===== src/eth_pcs_pkg.sv =====
// Shared constants, block types and register map of the 10GBASE-R PCS, imported by every stage
package eth_pcs_pkg;

    // Sync headers, never scrambled
    localparam logic [1:0] HDR_DATA = 2'b01;
    localparam logic [1:0] HDR_CTRL = 2'b10;

    // XGMII control characters
    localparam logic [7:0] XGMII_IDLE  = 8'h07;
    localparam logic [7:0] XGMII_ERROR = 8'hFE;

    // 7-bit lane codes inside a control block
    localparam logic [6:0] PCS_IDLE_CODE  = 7'h00;
    localparam logic [6:0] PCS_ERROR_CODE = 7'h1E;

    // Block type field in payload bits 7:0
    typedef enum logic [7:0] {
        BT_CTRL_ONLY = 8'h1E
    } block_type_e;

    // Wishbone byte addresses
    typedef enum logic [7:0] {
        REG_ID        = 8'h00,
        REG_STATUS    = 8'h04,
        REG_CONTROL   = 8'h08,
        REG_ERR_COUNT = 8'h0C
    } pcs_reg_e;

    // Presence marker read back at REG_ID
    localparam logic [31:0] PCS_ID_VALUE = 32'h0000_0001;

    // Scrambler state length for x^58 + x^39 + 1
    localparam int SCR_WIDTH = 58;

    // Block lock thresholds
    localparam logic [6:0] LOCK_GOOD_COUNT = 7'd64;
    localparam logic [4:0] LOCK_BAD_COUNT  = 5'd16;

    // Register bit positions
    localparam int CTRL_PCS_RESET_BIT = 0;
    localparam int CTRL_LOOPBACK_BIT  = 1;
    localparam int STATUS_LOCK_BIT    = 0;

endpackage


===== src/pcs_csr_if.sv =====
// Control and status levels between the register block and the PCS datapath stages
`timescale 1ns/1ps

interface pcs_csr_if;

    // Driven by the register block
    logic pcs_reset;
    logic loopback;

    // Driven by the receive datapath
    logic block_lock;
    logic err_block;

    // Register block side
    modport csr (
        output pcs_reset,
        output loopback,
        input  block_lock,
        input  err_block
    );

    // Status producers in the receive path
    modport stat (
        output block_lock,
        output err_block
    );

    // Datapath consumers of the control levels
    modport dp (
        input pcs_reset,
        input loopback,
        input block_lock
    );

endinterface


===== src/eth_pcs_top.sv =====
// 10GBASE-R PCS top level joining TX and RX stages to the Wishbone register block
`timescale 1ns/1ps

module eth_pcs_top (
    input  logic        wb_i,
    input  logic        arst_n_i,
    // Wishbone slave
    input  logic        wb_cyc_i,
    input  logic        wb_stb_i,
    input  logic        wb_we_i,
    input  logic [7:0]  wb_adr_i,
    input  logic [31:0] wb_dat_i,
    output logic [31:0] wb_dat_o,
    output logic        wb_ack_o,
    // XGMII transmit
    input  logic [63:0] xgmii_txd_i,
    input  logic [7:0]  xgmii_txc_i,
    // Serdes side, header and payload aligned
    output logic [1:0]  serdes_tx_hdr_o,
    output logic [63:0] serdes_tx_payload_o,
    input  logic [1:0]  serdes_rx_hdr_i,
    input  logic [63:0] serdes_rx_payload_i,
    // XGMII receive
    output logic [63:0] xgmii_rxd_o,
    output logic [7:0]  xgmii_rxc_o,
    output logic        block_lock_o
);

    pcs_csr_if csr_bus ();

    logic [1:0]  enc_hdr;
    logic [63:0] enc_payload;
    logic [1:0]  lock_hdr;
    logic [63:0] lock_payload;
    logic [1:0]  dsc_hdr;
    logic [63:0] dsc_payload;

    pcs_csr u_csr (
        .wb_i     (wb_i),
        .arst_n_i (arst_n_i),
        .wb_cyc_i (wb_cyc_i),
        .wb_stb_i (wb_stb_i),
        .wb_we_i  (wb_we_i),
        .wb_adr_i (wb_adr_i),
        .wb_dat_i (wb_dat_i),
        .wb_dat_o (wb_dat_o),
        .wb_ack_o (wb_ack_o),
        .csr      (csr_bus)
    );

    // Decoder output doubles as the loopback source
    pcs_tx_encoder u_tx_encoder (
        .wb_i         (wb_i),
        .arst_n_i     (arst_n_i),
        .xgmii_txd_i  (xgmii_txd_i),
        .xgmii_txc_i  (xgmii_txc_i),
        .xgmii_lbd_i  (xgmii_rxd_o),
        .xgmii_lbc_i  (xgmii_rxc_o),
        .csr          (csr_bus),
        .tx_hdr_o     (enc_hdr),
        .tx_payload_o (enc_payload)
    );

    pcs_scrambler u_scrambler (
        .wb_i      (wb_i),
        .arst_n_i  (arst_n_i),
        .csr       (csr_bus),
        .hdr_i     (enc_hdr),
        .payload_i (enc_payload),
        .hdr_o     (serdes_tx_hdr_o),
        .payload_o (serdes_tx_payload_o)
    );

    pcs_rx_block_lock u_rx_block_lock (
        .wb_i                (wb_i),
        .arst_n_i            (arst_n_i),
        .csr_stat            (csr_bus),
        .csr_dp              (csr_bus),
        .serdes_rx_hdr_i     (serdes_rx_hdr_i),
        .serdes_rx_payload_i (serdes_rx_payload_i),
        .hdr_o               (lock_hdr),
        .payload_o           (lock_payload)
    );

    pcs_descrambler u_descrambler (
        .wb_i      (wb_i),
        .arst_n_i  (arst_n_i),
        .csr       (csr_bus),
        .hdr_i     (lock_hdr),
        .payload_i (lock_payload),
        .hdr_o     (dsc_hdr),
        .payload_o (dsc_payload)
    );

    pcs_rx_decoder u_rx_decoder (
        .wb_i        (wb_i),
        .arst_n_i    (arst_n_i),
        .csr_stat    (csr_bus),
        .csr_dp      (csr_bus),
        .hdr_i       (dsc_hdr),
        .payload_i   (dsc_payload),
        .xgmii_rxd_o (xgmii_rxd_o),
        .xgmii_rxc_o (xgmii_rxc_o)
    );

    assign block_lock_o = csr_bus.block_lock;

endmodule


===== src/pcs_csr.sv =====
// Wishbone register block with ID, status, control and errored-block counter
`timescale 1ns/1ps

module pcs_csr (
    input  logic        wb_i,
    input  logic        arst_n_i,
    input  logic        wb_cyc_i,
    input  logic        wb_stb_i,
    input  logic        wb_we_i,
    input  logic [7:0]  wb_adr_i,
    input  logic [31:0] wb_dat_i,
    output logic [31:0] wb_dat_o,
    output logic        wb_ack_o,
    pcs_csr_if.csr      csr
);
    import eth_pcs_pkg::*;

    logic [7:0]  reg_adr;
    logic        req;
    logic [1:0]  ctrl_q;
    logic [15:0] err_cnt_q;
    logic [31:0] status;

    // Word address, byte lanes ignored
    assign reg_adr = {wb_adr_i[7:2], 2'b00};
    assign req     = wb_cyc_i && wb_stb_i;

    always_comb begin
        status                  = '0;
        status[STATUS_LOCK_BIT] = csr.block_lock;
    end

    always_ff @(posedge wb_i or negedge arst_n_i) begin
        if (!arst_n_i) begin
            wb_ack_o <= 1'b0;
            wb_dat_o <= '0;
            ctrl_q   <= '0;
        end else if (csr.pcs_reset) begin
            // PCS reset bit clears itself after one cycle
            wb_ack_o <= 1'b0;
            wb_dat_o <= '0;
            ctrl_q   <= '0;
        end else begin
            wb_ack_o <= req;
            wb_dat_o <= '0;
            if (req && wb_we_i) begin
                if (reg_adr == REG_CONTROL) begin
                    ctrl_q <= wb_dat_i[1:0];
                end
            end else if (req) begin
                case (reg_adr)
                    REG_ID:        wb_dat_o <= PCS_ID_VALUE;
                    REG_STATUS:    wb_dat_o <= status;
                    REG_CONTROL:   wb_dat_o <= {30'd0, ctrl_q};
                    REG_ERR_COUNT: wb_dat_o <= {16'd0, err_cnt_q};
                    default:       wb_dat_o <= '0;
                endcase
            end
        end
    end

    // Saturating count of errored blocks, any write clears it
    always_ff @(posedge wb_i or negedge arst_n_i) begin
        if (!arst_n_i) begin
            err_cnt_q <= '0;
        end else if (req && wb_we_i && reg_adr == REG_ERR_COUNT) begin
            err_cnt_q <= '0;
        end else if (csr.err_block && err_cnt_q != 16'hFFFF) begin
            err_cnt_q <= err_cnt_q + 16'd1;
        end
    end

    assign csr.pcs_reset = ctrl_q[CTRL_PCS_RESET_BIT];
    assign csr.loopback  = ctrl_q[CTRL_LOOPBACK_BIT];

    // Every ack answers a request sampled one edge earlier
    a_ack_after_req: assert property (
        @(posedge wb_i) disable iff (!arst_n_i)
        wb_ack_o |-> $past(wb_cyc_i && wb_stb_i)
    ) else $error("wishbone ack without request");

endmodule


===== src/pcs_descrambler.sv =====
// Receive self-synchronizing descrambler, between block lock and the decoder
`timescale 1ns/1ps

module pcs_descrambler (
    input  logic        wb_i,
    input  logic        arst_n_i,
    pcs_csr_if.dp       csr,
    input  logic [1:0]  hdr_i,
    input  logic [63:0] payload_i,
    output logic [1:0]  hdr_o,
    output logic [63:0] payload_o
);
    import eth_pcs_pkg::*;

    logic [SCR_WIDTH-1:0] state_q;
    logic [SCR_WIDTH-1:0] state_d;
    logic [63:0]          dsc_d;

    // Received line bits feed the state, so it resyncs after 58 bits
    always_comb begin
        state_d = state_q;
        for (int i = 0; i < 64; i++) begin
            dsc_d[i] = payload_i[i] ^ state_d[38] ^ state_d[SCR_WIDTH-1];
            state_d  = {state_d[SCR_WIDTH-2:0], payload_i[i]};
        end
    end

    always_ff @(posedge wb_i or negedge arst_n_i) begin
        if (!arst_n_i) begin
            state_q <= '1;
            hdr_o   <= 2'b00;
        end else if (csr.pcs_reset) begin
            state_q <= '1;
            hdr_o   <= 2'b00;
        end else begin
            state_q <= state_d;
            hdr_o   <= hdr_i;
        end
    end

    always_ff @(posedge wb_i) begin
        payload_o <= dsc_d;
    end

endmodule


===== src/pcs_rx_block_lock.sv =====
// Receive input register with sync header check and block lock tracking
`timescale 1ns/1ps

module pcs_rx_block_lock (
    input  logic        wb_i,
    input  logic        arst_n_i,
    pcs_csr_if.stat     csr_stat,
    pcs_csr_if.dp       csr_dp,
    input  logic [1:0]  serdes_rx_hdr_i,
    input  logic [63:0] serdes_rx_payload_i,
    output logic [1:0]  hdr_o,
    output logic [63:0] payload_o
);
    import eth_pcs_pkg::*;

    logic       hdr_valid;
    logic [6:0] good_cnt_q;
    logic [4:0] bad_cnt_q;
    logic       lock_q;

    // Only 01 and 10 are legal sync headers
    assign hdr_valid = (serdes_rx_hdr_i == HDR_DATA) || (serdes_rx_hdr_i == HDR_CTRL);

    always_ff @(posedge wb_i or negedge arst_n_i) begin
        if (!arst_n_i) begin
            hdr_o      <= 2'b00;
            good_cnt_q <= '0;
            bad_cnt_q  <= '0;
            lock_q     <= 1'b0;
        end else if (csr_dp.pcs_reset) begin
            hdr_o      <= 2'b00;
            good_cnt_q <= '0;
            bad_cnt_q  <= '0;
            lock_q     <= 1'b0;
        end else begin
            hdr_o <= serdes_rx_hdr_i;
            if (hdr_valid) begin
                if (good_cnt_q == LOCK_GOOD_COUNT - 7'd1) begin
                    // Full good run, gain lock or forgive earlier bad headers
                    good_cnt_q <= '0;
                    bad_cnt_q  <= '0;
                    lock_q     <= 1'b1;
                end else begin
                    good_cnt_q <= good_cnt_q + 7'd1;
                end
            end else begin
                good_cnt_q <= '0;
                if (lock_q) begin
                    if (bad_cnt_q == LOCK_BAD_COUNT - 5'd1) begin
                        bad_cnt_q <= '0;
                        lock_q    <= 1'b0;
                    end else begin
                        bad_cnt_q <= bad_cnt_q + 5'd1;
                    end
                end
            end
        end
    end

    always_ff @(posedge wb_i) begin
        payload_o <= serdes_rx_payload_i;
    end

    assign csr_stat.block_lock = lock_q;

    // Lock is gained only on the last header of a valid run
    a_lock_on_valid: assert property (
        @(posedge wb_i) disable iff (!arst_n_i)
        $rose(lock_q) |-> (hdr_o == HDR_DATA || hdr_o == HDR_CTRL)
    ) else $error("block lock rose on an invalid header");

endmodule


===== src/pcs_rx_decoder.sv =====
// Receive 64b/66b decoder back to XGMII, last stage of the RX path, flags errored blocks
`timescale 1ns/1ps

module pcs_rx_decoder (
    input  logic        wb_i,
    input  logic        arst_n_i,
    pcs_csr_if.stat     csr_stat,
    pcs_csr_if.dp       csr_dp,
    input  logic [1:0]  hdr_i,
    input  logic [63:0] payload_i,
    output logic [63:0] xgmii_rxd_o,
    output logic [7:0]  xgmii_rxc_o
);
    import eth_pcs_pkg::*;

    logic [63:0] dec_d;
    logic [7:0]  dec_c;
    logic        dec_err;
    logic        err_q;

    always_comb begin
        // Unknown header or block type gives an all-error word
        dec_d   = {8{XGMII_ERROR}};
        dec_c   = 8'hFF;
        dec_err = 1'b1;

        if (hdr_i == HDR_DATA) begin
            dec_d   = payload_i;
            dec_c   = 8'h00;
            dec_err = 1'b0;
        end else if (hdr_i == HDR_CTRL && payload_i[7:0] == BT_CTRL_ONLY) begin
            dec_err = 1'b0;
            for (int i = 0; i < 8; i++) begin
                if (payload_i[8 + 7*i +: 7] == PCS_IDLE_CODE) begin
                    dec_d[8*i +: 8] = XGMII_IDLE;
                end else begin
                    // Any non-idle lane counts as an errored block
                    dec_d[8*i +: 8] = XGMII_ERROR;
                    dec_err         = 1'b1;
                end
            end
        end
    end

    always_ff @(posedge wb_i or negedge arst_n_i) begin
        if (!arst_n_i) begin
            xgmii_rxd_o <= {8{XGMII_IDLE}};
            xgmii_rxc_o <= 8'hFF;
            err_q       <= 1'b0;
        end else if (csr_dp.pcs_reset || !csr_dp.block_lock) begin
            // No lock, send idles and stay quiet
            xgmii_rxd_o <= {8{XGMII_IDLE}};
            xgmii_rxc_o <= 8'hFF;
            err_q       <= 1'b0;
        end else begin
            xgmii_rxd_o <= dec_d;
            xgmii_rxc_o <= dec_c;
            err_q       <= dec_err;
        end
    end

    // One pulse per errored block
    assign csr_stat.err_block = err_q;

endmodule


===== src/pcs_scrambler.sv =====
// Transmit scrambler for x^58 + x^39 + 1, second and last stage of the TX path
`timescale 1ns/1ps

module pcs_scrambler (
    input  logic        wb_i,
    input  logic        arst_n_i,
    pcs_csr_if.dp       csr,
    input  logic [1:0]  hdr_i,
    input  logic [63:0] payload_i,
    output logic [1:0]  hdr_o,
    output logic [63:0] payload_o
);
    import eth_pcs_pkg::*;

    logic [SCR_WIDTH-1:0] state_q;
    logic [SCR_WIDTH-1:0] state_d;
    logic [63:0]          scr_d;

    // Bit 0 first, state[0] holds the most recent scrambled bit
    always_comb begin
        state_d = state_q;
        for (int i = 0; i < 64; i++) begin
            // Taps 39 and 58 bits back
            scr_d[i] = payload_i[i] ^ state_d[38] ^ state_d[SCR_WIDTH-1];
            state_d  = {state_d[SCR_WIDTH-2:0], scr_d[i]};
        end
    end

    always_ff @(posedge wb_i or negedge arst_n_i) begin
        if (!arst_n_i) begin
            state_q <= '1;
            hdr_o   <= HDR_CTRL;
        end else if (csr.pcs_reset) begin
            state_q <= '1;
            hdr_o   <= HDR_CTRL;
        end else begin
            state_q <= state_d;
            hdr_o   <= hdr_i;
        end
    end

    // Payload follows the header with the same delay
    always_ff @(posedge wb_i) begin
        payload_o <= scr_d;
    end

    // The encoder must never hand over an illegal sync header
    a_tx_hdr_legal: assert property (
        @(posedge wb_i) disable iff (!arst_n_i)
        hdr_o == HDR_DATA || hdr_o == HDR_CTRL
    ) else $error("illegal TX sync header %b", hdr_o);

endmodule


===== src/pcs_tx_encoder.sv =====
// Transmit 64b/66b encoder with XGMII loopback select, first stage of the TX path
`timescale 1ns/1ps

module pcs_tx_encoder (
    input  logic        wb_i,
    input  logic        arst_n_i,
    input  logic [63:0] xgmii_txd_i,
    input  logic [7:0]  xgmii_txc_i,
    input  logic [63:0] xgmii_lbd_i,
    input  logic [7:0]  xgmii_lbc_i,
    pcs_csr_if.dp       csr,
    output logic [1:0]  tx_hdr_o,
    output logic [63:0] tx_payload_o
);
    import eth_pcs_pkg::*;

    logic [63:0] src_d;
    logic [7:0]  src_c;
    logic        all_idle;
    logic [1:0]  enc_hdr;
    logic [63:0] enc_payload;

    // Loopback takes the decoded RX word in place of the user word
    assign src_d = csr.loopback ? xgmii_lbd_i : xgmii_txd_i;
    assign src_c = csr.loopback ? xgmii_lbc_i : xgmii_txc_i;

    always_comb begin
        all_idle = 1'b1;
        for (int i = 0; i < 8; i++) begin
            if (src_d[8*i +: 8] != XGMII_IDLE) begin
                all_idle = 1'b0;
            end
        end

        // Default is a control block full of error codes
        enc_hdr           = HDR_CTRL;
        enc_payload[7:0]  = BT_CTRL_ONLY;
        enc_payload[63:8] = {8{PCS_ERROR_CODE}};

        if (src_c == 8'h00) begin
            // Plain data passes unchanged
            enc_hdr     = HDR_DATA;
            enc_payload = src_d;
        end else if (src_c == 8'hFF && all_idle) begin
            enc_payload[63:8] = {8{PCS_IDLE_CODE}};
        end
    end

    // Reset and PCS reset both leave an idle block on the line
    always_ff @(posedge wb_i or negedge arst_n_i) begin
        if (!arst_n_i) begin
            tx_hdr_o     <= HDR_CTRL;
            tx_payload_o <= {{8{PCS_IDLE_CODE}}, BT_CTRL_ONLY};
        end else if (csr.pcs_reset) begin
            tx_hdr_o     <= HDR_CTRL;
            tx_payload_o <= {{8{PCS_IDLE_CODE}}, BT_CTRL_ONLY};
        end else begin
            tx_hdr_o     <= enc_hdr;
            tx_payload_o <= enc_payload;
        end
    end

endmodule

===== config.mk =====
export PLATFORM = sky130hd
export DESIGN_NAME = eth_pcs_top
export DESIGN_NICKNAME = d
export VERILOG_FILES = /design/src/eth_pcs_pkg.sv /design/src/pcs_csr_if.sv /design/src/eth_pcs_top.sv /design/src/pcs_csr.sv /design/src/pcs_descrambler.sv /design/src/pcs_rx_block_lock.sv /design/src/pcs_rx_decoder.sv /design/src/pcs_scrambler.sv /design/src/pcs_tx_encoder.sv
export SDC_FILE = /design/constraint.sdc
export NUM_CORES = 1
export LEC_CHECK = 0
export ABC_CLOCK_PERIOD_IN_PS = 4600
export BUFFER_PORTS_ARGS = -buffer_cell sky130_fd_sc_hd__buf_4
export CAP_MARGIN = 20
export CORE_MARGIN = 5
export CORE_UTILIZATION = 55
export CTS_BUF_LIST = sky130_fd_sc_hd__clkbuf_2 sky130_fd_sc_hd__clkbuf_4 sky130_fd_sc_hd__clkbuf_8
export DETAILED_ROUTE_END_ITERATION = 16
export GPL_TIMING_DRIVEN = 0
export HOLD_SLACK_MARGIN = 0.05
export PLACE_DENSITY = 0.84
export SLEW_MARGIN = 20
export SYNTH_ARGS = -nofsm -noshare
export SYNTH_HDL_FRONTEND = slang
export SYNTH_SLANG_ARGS = --single-unit

===== constraint.sdc =====
create_clock -name wb_i -period 4.6 [get_ports wb_i]
set_clock_uncertainty 0.15 [all_clocks]
set_input_delay 0.92 -clock wb_i [delete_from_list [all_inputs] [get_ports wb_i]]
set_output_delay 0.92 -clock wb_i [all_outputs]
set_load 0.005 [all_outputs]

[After elaboration in Yosys (flattened, before gate mapping)]
Index checks and enable logic that the tools add are counted.
Operators by class
  add/subtract/negate cells: 3
  equality and inequality tests: 21
  multiplexer cells: 68
  bitwise logic cells: 256
  reductions and logical operators: 25
Operators by type and width (number)
  two-way mux 64 bit: 5
  XOR 1 bit: 256
  two-way mux 58 bit: 2
  two-way mux 32 bit: 3
  two-way mux 8 bit: 12
  != test 8 x 3 -> 1 bit (second input constant): 8
  one-hot mux 16 bit (4 select lines): 1
  logical NOT 7 bit: 8
  two-way mux 56 bit: 1
  two-way mux 54 bit: 1
  two-way mux 16 bit: 2
  two-way mux 1 bit: 25
  two-way mux 5 bit: 5
  two-way mux 7 bit: 3
  adder 16 x 1 -> 16 bit (second input constant): 1
  logical NOT 8 bit: 2
  two-way mux 2 bit: 8
  != test 16 bit (second input constant): 1
  == test 6 x 2 -> 1 bit (second input constant): 2
  == test 8 x 5 -> 1 bit (second input constant): 1
  == test 8 bit (second input constant): 1
  adder 7 x 1 -> 7 bit (second input constant): 1
  == test 7 x 6 -> 1 bit (second input constant): 1
  == test 6 x 1 -> 1 bit (second input constant): 1
  11 further kinds: 22
Storage, ports and cells
  bits in registers: 517
  output and inout port bits: 172

[Longest topological paths before layout]
  word-level depth: 14
  mapped depth: 9
  depth with buffers taken out: 6

[Worst setup path after synthesis]
OpenSTA, ideal clock, no wires.
  kind: input -> register
  start: input wb_adr_i[5]
  end: register u_csr.err_cnt_q[11]
  arrival time: 2.321 ns
  data required time: 4.325 ns
  slack: 2.004 ns
  cell stages on the path: 6
  buffers on the path: 1
  path through: or4_1 or2_1 nor3_2 buf_2 nor2b_1 mux2_2
Between the ends
  word-level cells in the longest chain between the ends: 3
  elaborated cells on any way between the ends: 4
Ends and longest elaborated chain
  from (decl): RTL line eth_pcs_top.sv:11  | input logic [7:0] wb_adr_i,
  == test 6 x 2 -> 1 bit *: RTL line pcs_csr.sv:66  | end else if (req && wb_we_i && reg_adr == REG_ERR_COUNT) begin
  logical AND 1 bit *: RTL line pcs_csr.sv:66
  two-way mux 16 bit or nonzero test 2 bit (tied branches)
  to (signal assigned): RTL line pcs_csr.sv:69  | err_cnt_q <= err_cnt_q + 16'd1;
  to (decl): RTL line pcs_csr.sv:21  | logic [15:0] err_cnt_q;
Mark *: on every way between the ends. The rest lies on a longest branch, timed or not.
A chain may end at the register's enable or synchronous reset.

[Worst setup path in the final report]
  start: register u_rx_decoder.xgmii_rxd_o[18]
  end: register u_tx_encoder.tx_payload_o[30]
Between the ends
  word-level cells in the longest chain between the ends: 12
Ends and longest elaborated chain
  from (decl): RTL line pcs_rx_decoder.sv:11  | output logic [63:0] xgmii_rxd_o,
  from (signal assigned): RTL line pcs_rx_decoder.sv:47  | xgmii_rxd_o <= {8{XGMII_IDLE}};
  from (signal assigned): RTL line pcs_rx_decoder.sv:52  | xgmii_rxd_o <= {8{XGMII_IDLE}};
  two-way mux 64 bit: RTL line pcs_tx_encoder.sv:24  | assign src_d = csr.loopback ? xgmii_lbd_i : xgmii_txd_i;
  != test 8 x 3 -> 1 bit: RTL line pcs_tx_encoder.sv:30  | if (src_d[8*i +: 8] != XGMII_IDLE) begin
  two-way mux 1 bit (6 in series): RTL line pcs_tx_encoder.sv:30
  logical AND 1 bit: RTL line pcs_tx_encoder.sv:44  | end else if (src_c == 8'hFF && all_idle) begin
  two-way mux 54 bit: RTL line pcs_tx_encoder.sv:44
  two-way mux 56 bit: RTL line pcs_tx_encoder.sv:40  | if (src_c == 8'h00) begin
  two-way mux 64 bit: RTL line pcs_tx_encoder.sv:54  | end else if (csr.pcs_reset) begin
  to (signal assigned): RTL line pcs_tx_encoder.sv:53  | tx_payload_o <= {{8{PCS_IDLE_CODE}}, BT_CTRL_ONLY};
  to (signal assigned): RTL line pcs_tx_encoder.sv:56  | tx_payload_o <= {{8{PCS_IDLE_CODE}}, BT_CTRL_ONLY};
  to (signal assigned): RTL line pcs_tx_encoder.sv:59  | tx_payload_o <= enc_payload;
  to (decl): RTL line pcs_tx_encoder.sv:13  | output logic [63:0] tx_payload_o
Every way passes these cells.

==> flow_metrics.py <==
metrics = {
    "timing": {
        "finalSetupViolations": 0,
        "rsz0062_at_grt": "false",
        "slew_violations": 0,
        "whs_ns": 0.237,
        "slew_headroom_pct": 42.5,
        "fmax_mhz": 360,
        "final_hold_viol_count": 0,
        "finalCriticalPeriod_ns": 2.78,
        "min_period_over_period_pct": 60.3,
        "tightest_slew_ns": 0.855,
    },
    "power_and_ir_drop": {
        "power_frac_comb_pct": 24.4,
        "powerDensity_nw_per_um2": 581,
        "switchingPower_mw": 3.91,
        "peakVddDrop_mv": 0.391,
        "swShare_pct": 29.1,
        "seqPwrFrac_pct": 45.4,
        "total_power_mw": 13.4,
        "p_int_mw": 9.51,
        "pwr-share-clk_pct": 30.2,
        "p_leak_nw": 10.1,
    },
    "place": {
        "place_hpwl_um": 42900,
        "io_buffer_count": 306,
        "gp_congestion": 0.977,
        "dp_cells": 2233,
        "dpl_cell_area_um2": 21300,
    },
    "critical_path": {
        "r2r_slack_ns": 1.82,
        "worst_setup_path_end_kind": "register",
        "cp.required_ns": 4.90,
        "cp-start-kind": "register",
        "cp_data_arrival_time_ns": 3.08,
        "r2r_end": "u_tx_encoder.tx_payload_o[30]$_DFF_PN0_",
        "ff2ff_path_depth": 6,
        "reg2reg_from": "u_rx_decoder.xgmii_rxd_o[18]$_DFF_PN1_",
        "crit_type": "register to register",
        "critPathMaxFanout": 10,
    },
    "clock_network": {
        "cts.path.max_buffers": 3,
        "clk_latency_ns": 0.63,
        "cts-buffers-inserted": 77,
        "tritoncts": "yes",
        "cts.sinks": 494,
        "htreeDepth": 3,
        "cts.clk_slew.worst_paths_ns": 0.06,
        "clockRootBuffer": "clkbuf_8",
        "cts_setup_buffers": 0,
        "cts_resized": 0,
        "ctsHoldBuffers": 1,
    },
    "yosys": {
        "synthFlopType": "dfxtp_1",
        "ys_seq_area_share_pct": 63.2,
        "synth.distinct_cells": 63,
        "postSynthAreaPerCell_um2": 12.5,
        "async_flop_share_pct": 61.1,
        "syn_area_um2": 18300,
        "yosysWarnings": 0,
        "synth_edf_count": 0,
        "synth_cells": 1467,
        "ys_ff_latch": 494,
    },
    "final_layout": {
        "instances_no_fill": 2376,
        "antenna_cells": 0,
        "final_util_pct": 70.7,
        "n_fill_cell": 2360,
        "areaGrowthSynthToFinish_pct": 26.0,
        "final_area_um2": 23100,
        "final_nets": 2057,
        "drive_above_1_share_pct": 37.2,
    },
    "drt": {
        "drc_errors": 0,
        "vias_per_cell": 5.25,
        "routedWlPerCell_um": 23.0,
        "drt_iter0_drc": 777,
        "routed_wl_um": 54600,
        "vias": 12500,
        "drtAntennaViolNets": 0,
        "drtPass1Iterations": 5,
    },
    "worst_hold_path": {
        "holdPathStages": 1,
        "min_to": "u_rx_block_lock.payload_o[50]$_DFF_P_",
        "hold_start": "serdes_rx_payload_i[50]",
        "min_path_type": "input pin to register",
    },
    "floorplan": {
        "rows": 66,
        "dieArea_um2": 37100,
        "die_h_um": 193,
        "dieWidth_um": 193,
        "initial_utilization_pct": 56.1,
        "ios": 355,
        "core_um2": 32700,
    },
    "grt": {
        "grt_start_max_net_pins": 98,
        "grt_pass1_vias": 13100,
        "grt_util_all_layers_pct": 29.6,
        "antenna_found_initial": 1,
        "grt_pass1_wl_um": 80700,
        "overflow": 0,
    },
    "status": {
        "status": "completed",
    },
    "run": {
        "max_cap_viol_count": 0,
    },
}
==> per-layer routing <==
layer	up-vias	GRT usage (%)	share of wire (%)
met1	6117	37.1	39
met5	-	0	0.024
li1	5626	-	-
met2	559	49.8	49
met4	2	15.2	5.2
met3	159	4.76	6.2
==> synth_stat cells, drive strengths merged (4+ instances only) <==
master / count / area [um2]
xnor2: 214 / 1870
dfxtp: 192 / 3840
dfrtp: 155 / 3880
dfstp: 147 / 3860
nand2: 65 / 244
mux2i: 64 / 641
nor2: 62 / 233
or2: 61 / 382
xor2: 54 / 473
nand2b: 45 / 289
buf: 43 / 310
o21a: 42 / 315
a21oi: 36 / 218
clkbuf: 33 / 125
inv: 32 / 120
a21o: 31 / 233
nor4: 23 / 156
nor3: 18 / 95.1
or3: 18 / 113
nand3: 16 / 80.1
and2: 14 / 87.6
nand4: 12 / 75.1
o21ai: 12 / 60.1
nor2b: 11 / 68.8
a31oi: 9 / 56.3
and3: 8 / 50.1
nor4b: 8 / 70.1
mux2: 4 / 45.0
nor4bb: 4 / 40.0
==> cells by family (layout without fill, tap and decap cells) <==
| group | Yosys count | after routing | synth area share, % |
|---|---|---|---|
| AO/OA/AOI/OAI | 145 | 145 | 5.52 |
| XOR/XNOR | 268 | 268 | 12.8 |
| adder cells (fa/ha/maj) | 3 | 3 | 0.205 |
| buffers and inverters | 108 | 560 | 3.03 |
| flip-flops | 494 | 494 | 63.2 |
| multiplexers | 68 | 68 | 3.74 |
| other | 1 | 16 | 0.0204 |
| AND/OR/NAND/NOR | 380 | 380 | 11.5 |
==> flip-flops by register name, summed over array words and instances (netlist names), 58 cells and up <==
name,flops
u_descrambler.payload_o,64
u_rx_block_lock.payload_o,64
u_rx_decoder.xgmii_rxd_o,64
u_scrambler.payload_o,64
u_tx_encoder.tx_payload_o,64
u_descrambler.state_q,58
u_scrambler.state_q,58
==> metrics by stage <==
step           TNS, ns  worst slack, ns
3_5_place_dp         0             1.43
5_1_grt              0             1.65
2_1_floorplan        0             2.00
6_report             0             1.82
4_1_cts              0             1.87
3_3_place_gp     -1.92          -0.0420
==> cells in the final DEF, fill, tap and decap left out, types with 7 or more instances in the layout <==
| cell type | synthesis | routed |
|---|---|---|
| buf_4 | 24 | 329 |
| xnor2_1 | 214 | 214 |
| dfxtp_1 | 192 | 192 |
| dfrtp_1 | 155 | 155 |
| dfstp_2 | 147 | 147 |
| clkbuf_8 | 0 | 97 |
| nand2_1 | 65 | 65 |
| mux2i_1 | 64 | 64 |
| nor2_1 | 62 | 62 |
| or2_2 | 60 | 60 |
| xor2_1 | 54 | 54 |
| nand2b_1 | 44 | 44 |
| o21a_1 | 42 | 42 |
| clkbuf_1 | 32 | 32 |
| inv_1 | 32 | 32 |
| a21o_1 | 31 | 31 |
| clkbuf_4 | 0 | 27 |
| a21oi_1 | 26 | 26 |
| nor4_1 | 21 | 21 |
| or3_1 | 18 | 18 |
| nor3_1 | 17 | 17 |
| nand3_1 | 16 | 16 |
| conb_1 | 1 | 16 |
| and2_1 | 14 | 14 |
| nand4_1 | 12 | 12 |
| nor2b_1 | 11 | 11 |
| buf_2 | 10 | 10 |
| a21oi_2 | 10 | 10 |
| a31oi_1 | 9 | 9 |
| o21ai_0 | 9 | 9 |
| and3_1 | 8 | 8 |
| nor4b_1 | 8 | 8 |
| clkinv_2 | 0 | 7 |
==> power by group through the flow <==
stage	registers (mW)	logic, mW	clock network [mW]
2_1_floorplan	5.98	1.93	0
5_1_grt	6.16	3.55	4.35
4_1_cts	6.08	3.29	4.12
3_5_place_dp	6.14	3.27	0
6_report	6.09	3.28	4.06
3_3_place_gp	6.11	3.17	0
==> worst max path at each step <==
stage | startpoint | slack, ns | endpoint
6_report | u_rx_decoder.xgmii_rxd_o[18]$_DFF_PN1_ | 1.82 | u_tx_encoder.tx_payload_o[30]$_DFF_PN0_
5_1_grt | u_rx_decoder.xgmii_rxd_o[18]$_DFF_PN1_ | 1.65 | u_tx_encoder.tx_payload_o[30]$_DFF_PN0_
4_1_cts | u_rx_decoder.xgmii_rxd_o[50]$_DFF_PN1_ | 1.87 | u_tx_encoder.tx_payload_o[46]$_DFF_PN0_
3_5_place_dp | xgmii_txd_i[13] | 1.43 | u_tx_encoder.tx_payload_o[30]$_DFF_PN0_
3_3_place_gp | arst_n_i | -0.04 | u_rx_decoder.xgmii_rxd_o[12]$_DFF_PN0_
2_1_floorplan | wb_adr_i[5] | 2.00 | u_csr.err_cnt_q[11]$_DFFE_PN0P_
==> worst max-delay path, stage by stage, from the launching register on <==
cell	delay, ns
dfstp_2	0.58
nor4b_1	0.45
and3_1	0.22
a31oi_1	0.06
nor4_2	0.48
clkbuf_1	0.42
a21oi_1	0.23
==> area by class of cell <==
cell class / count / area (um2) / share of cell area (%)
well taps: 442 / 553 / 2.39
inverters: 32 / 120 / 0.520
plain buffers: 76 / 435 / 1.88
clock inverters: 18 / 221 / 0.958
clock buffers: 124 / 1540 / 6.65
multi-input cells: 880 / 6260 / 27.1
repair buffers: 310 / 2400 / 10.4
flip-flops and latches: 494 / 11600 / 50.1
Note: power is estimated with default switching activity, not from simulation.
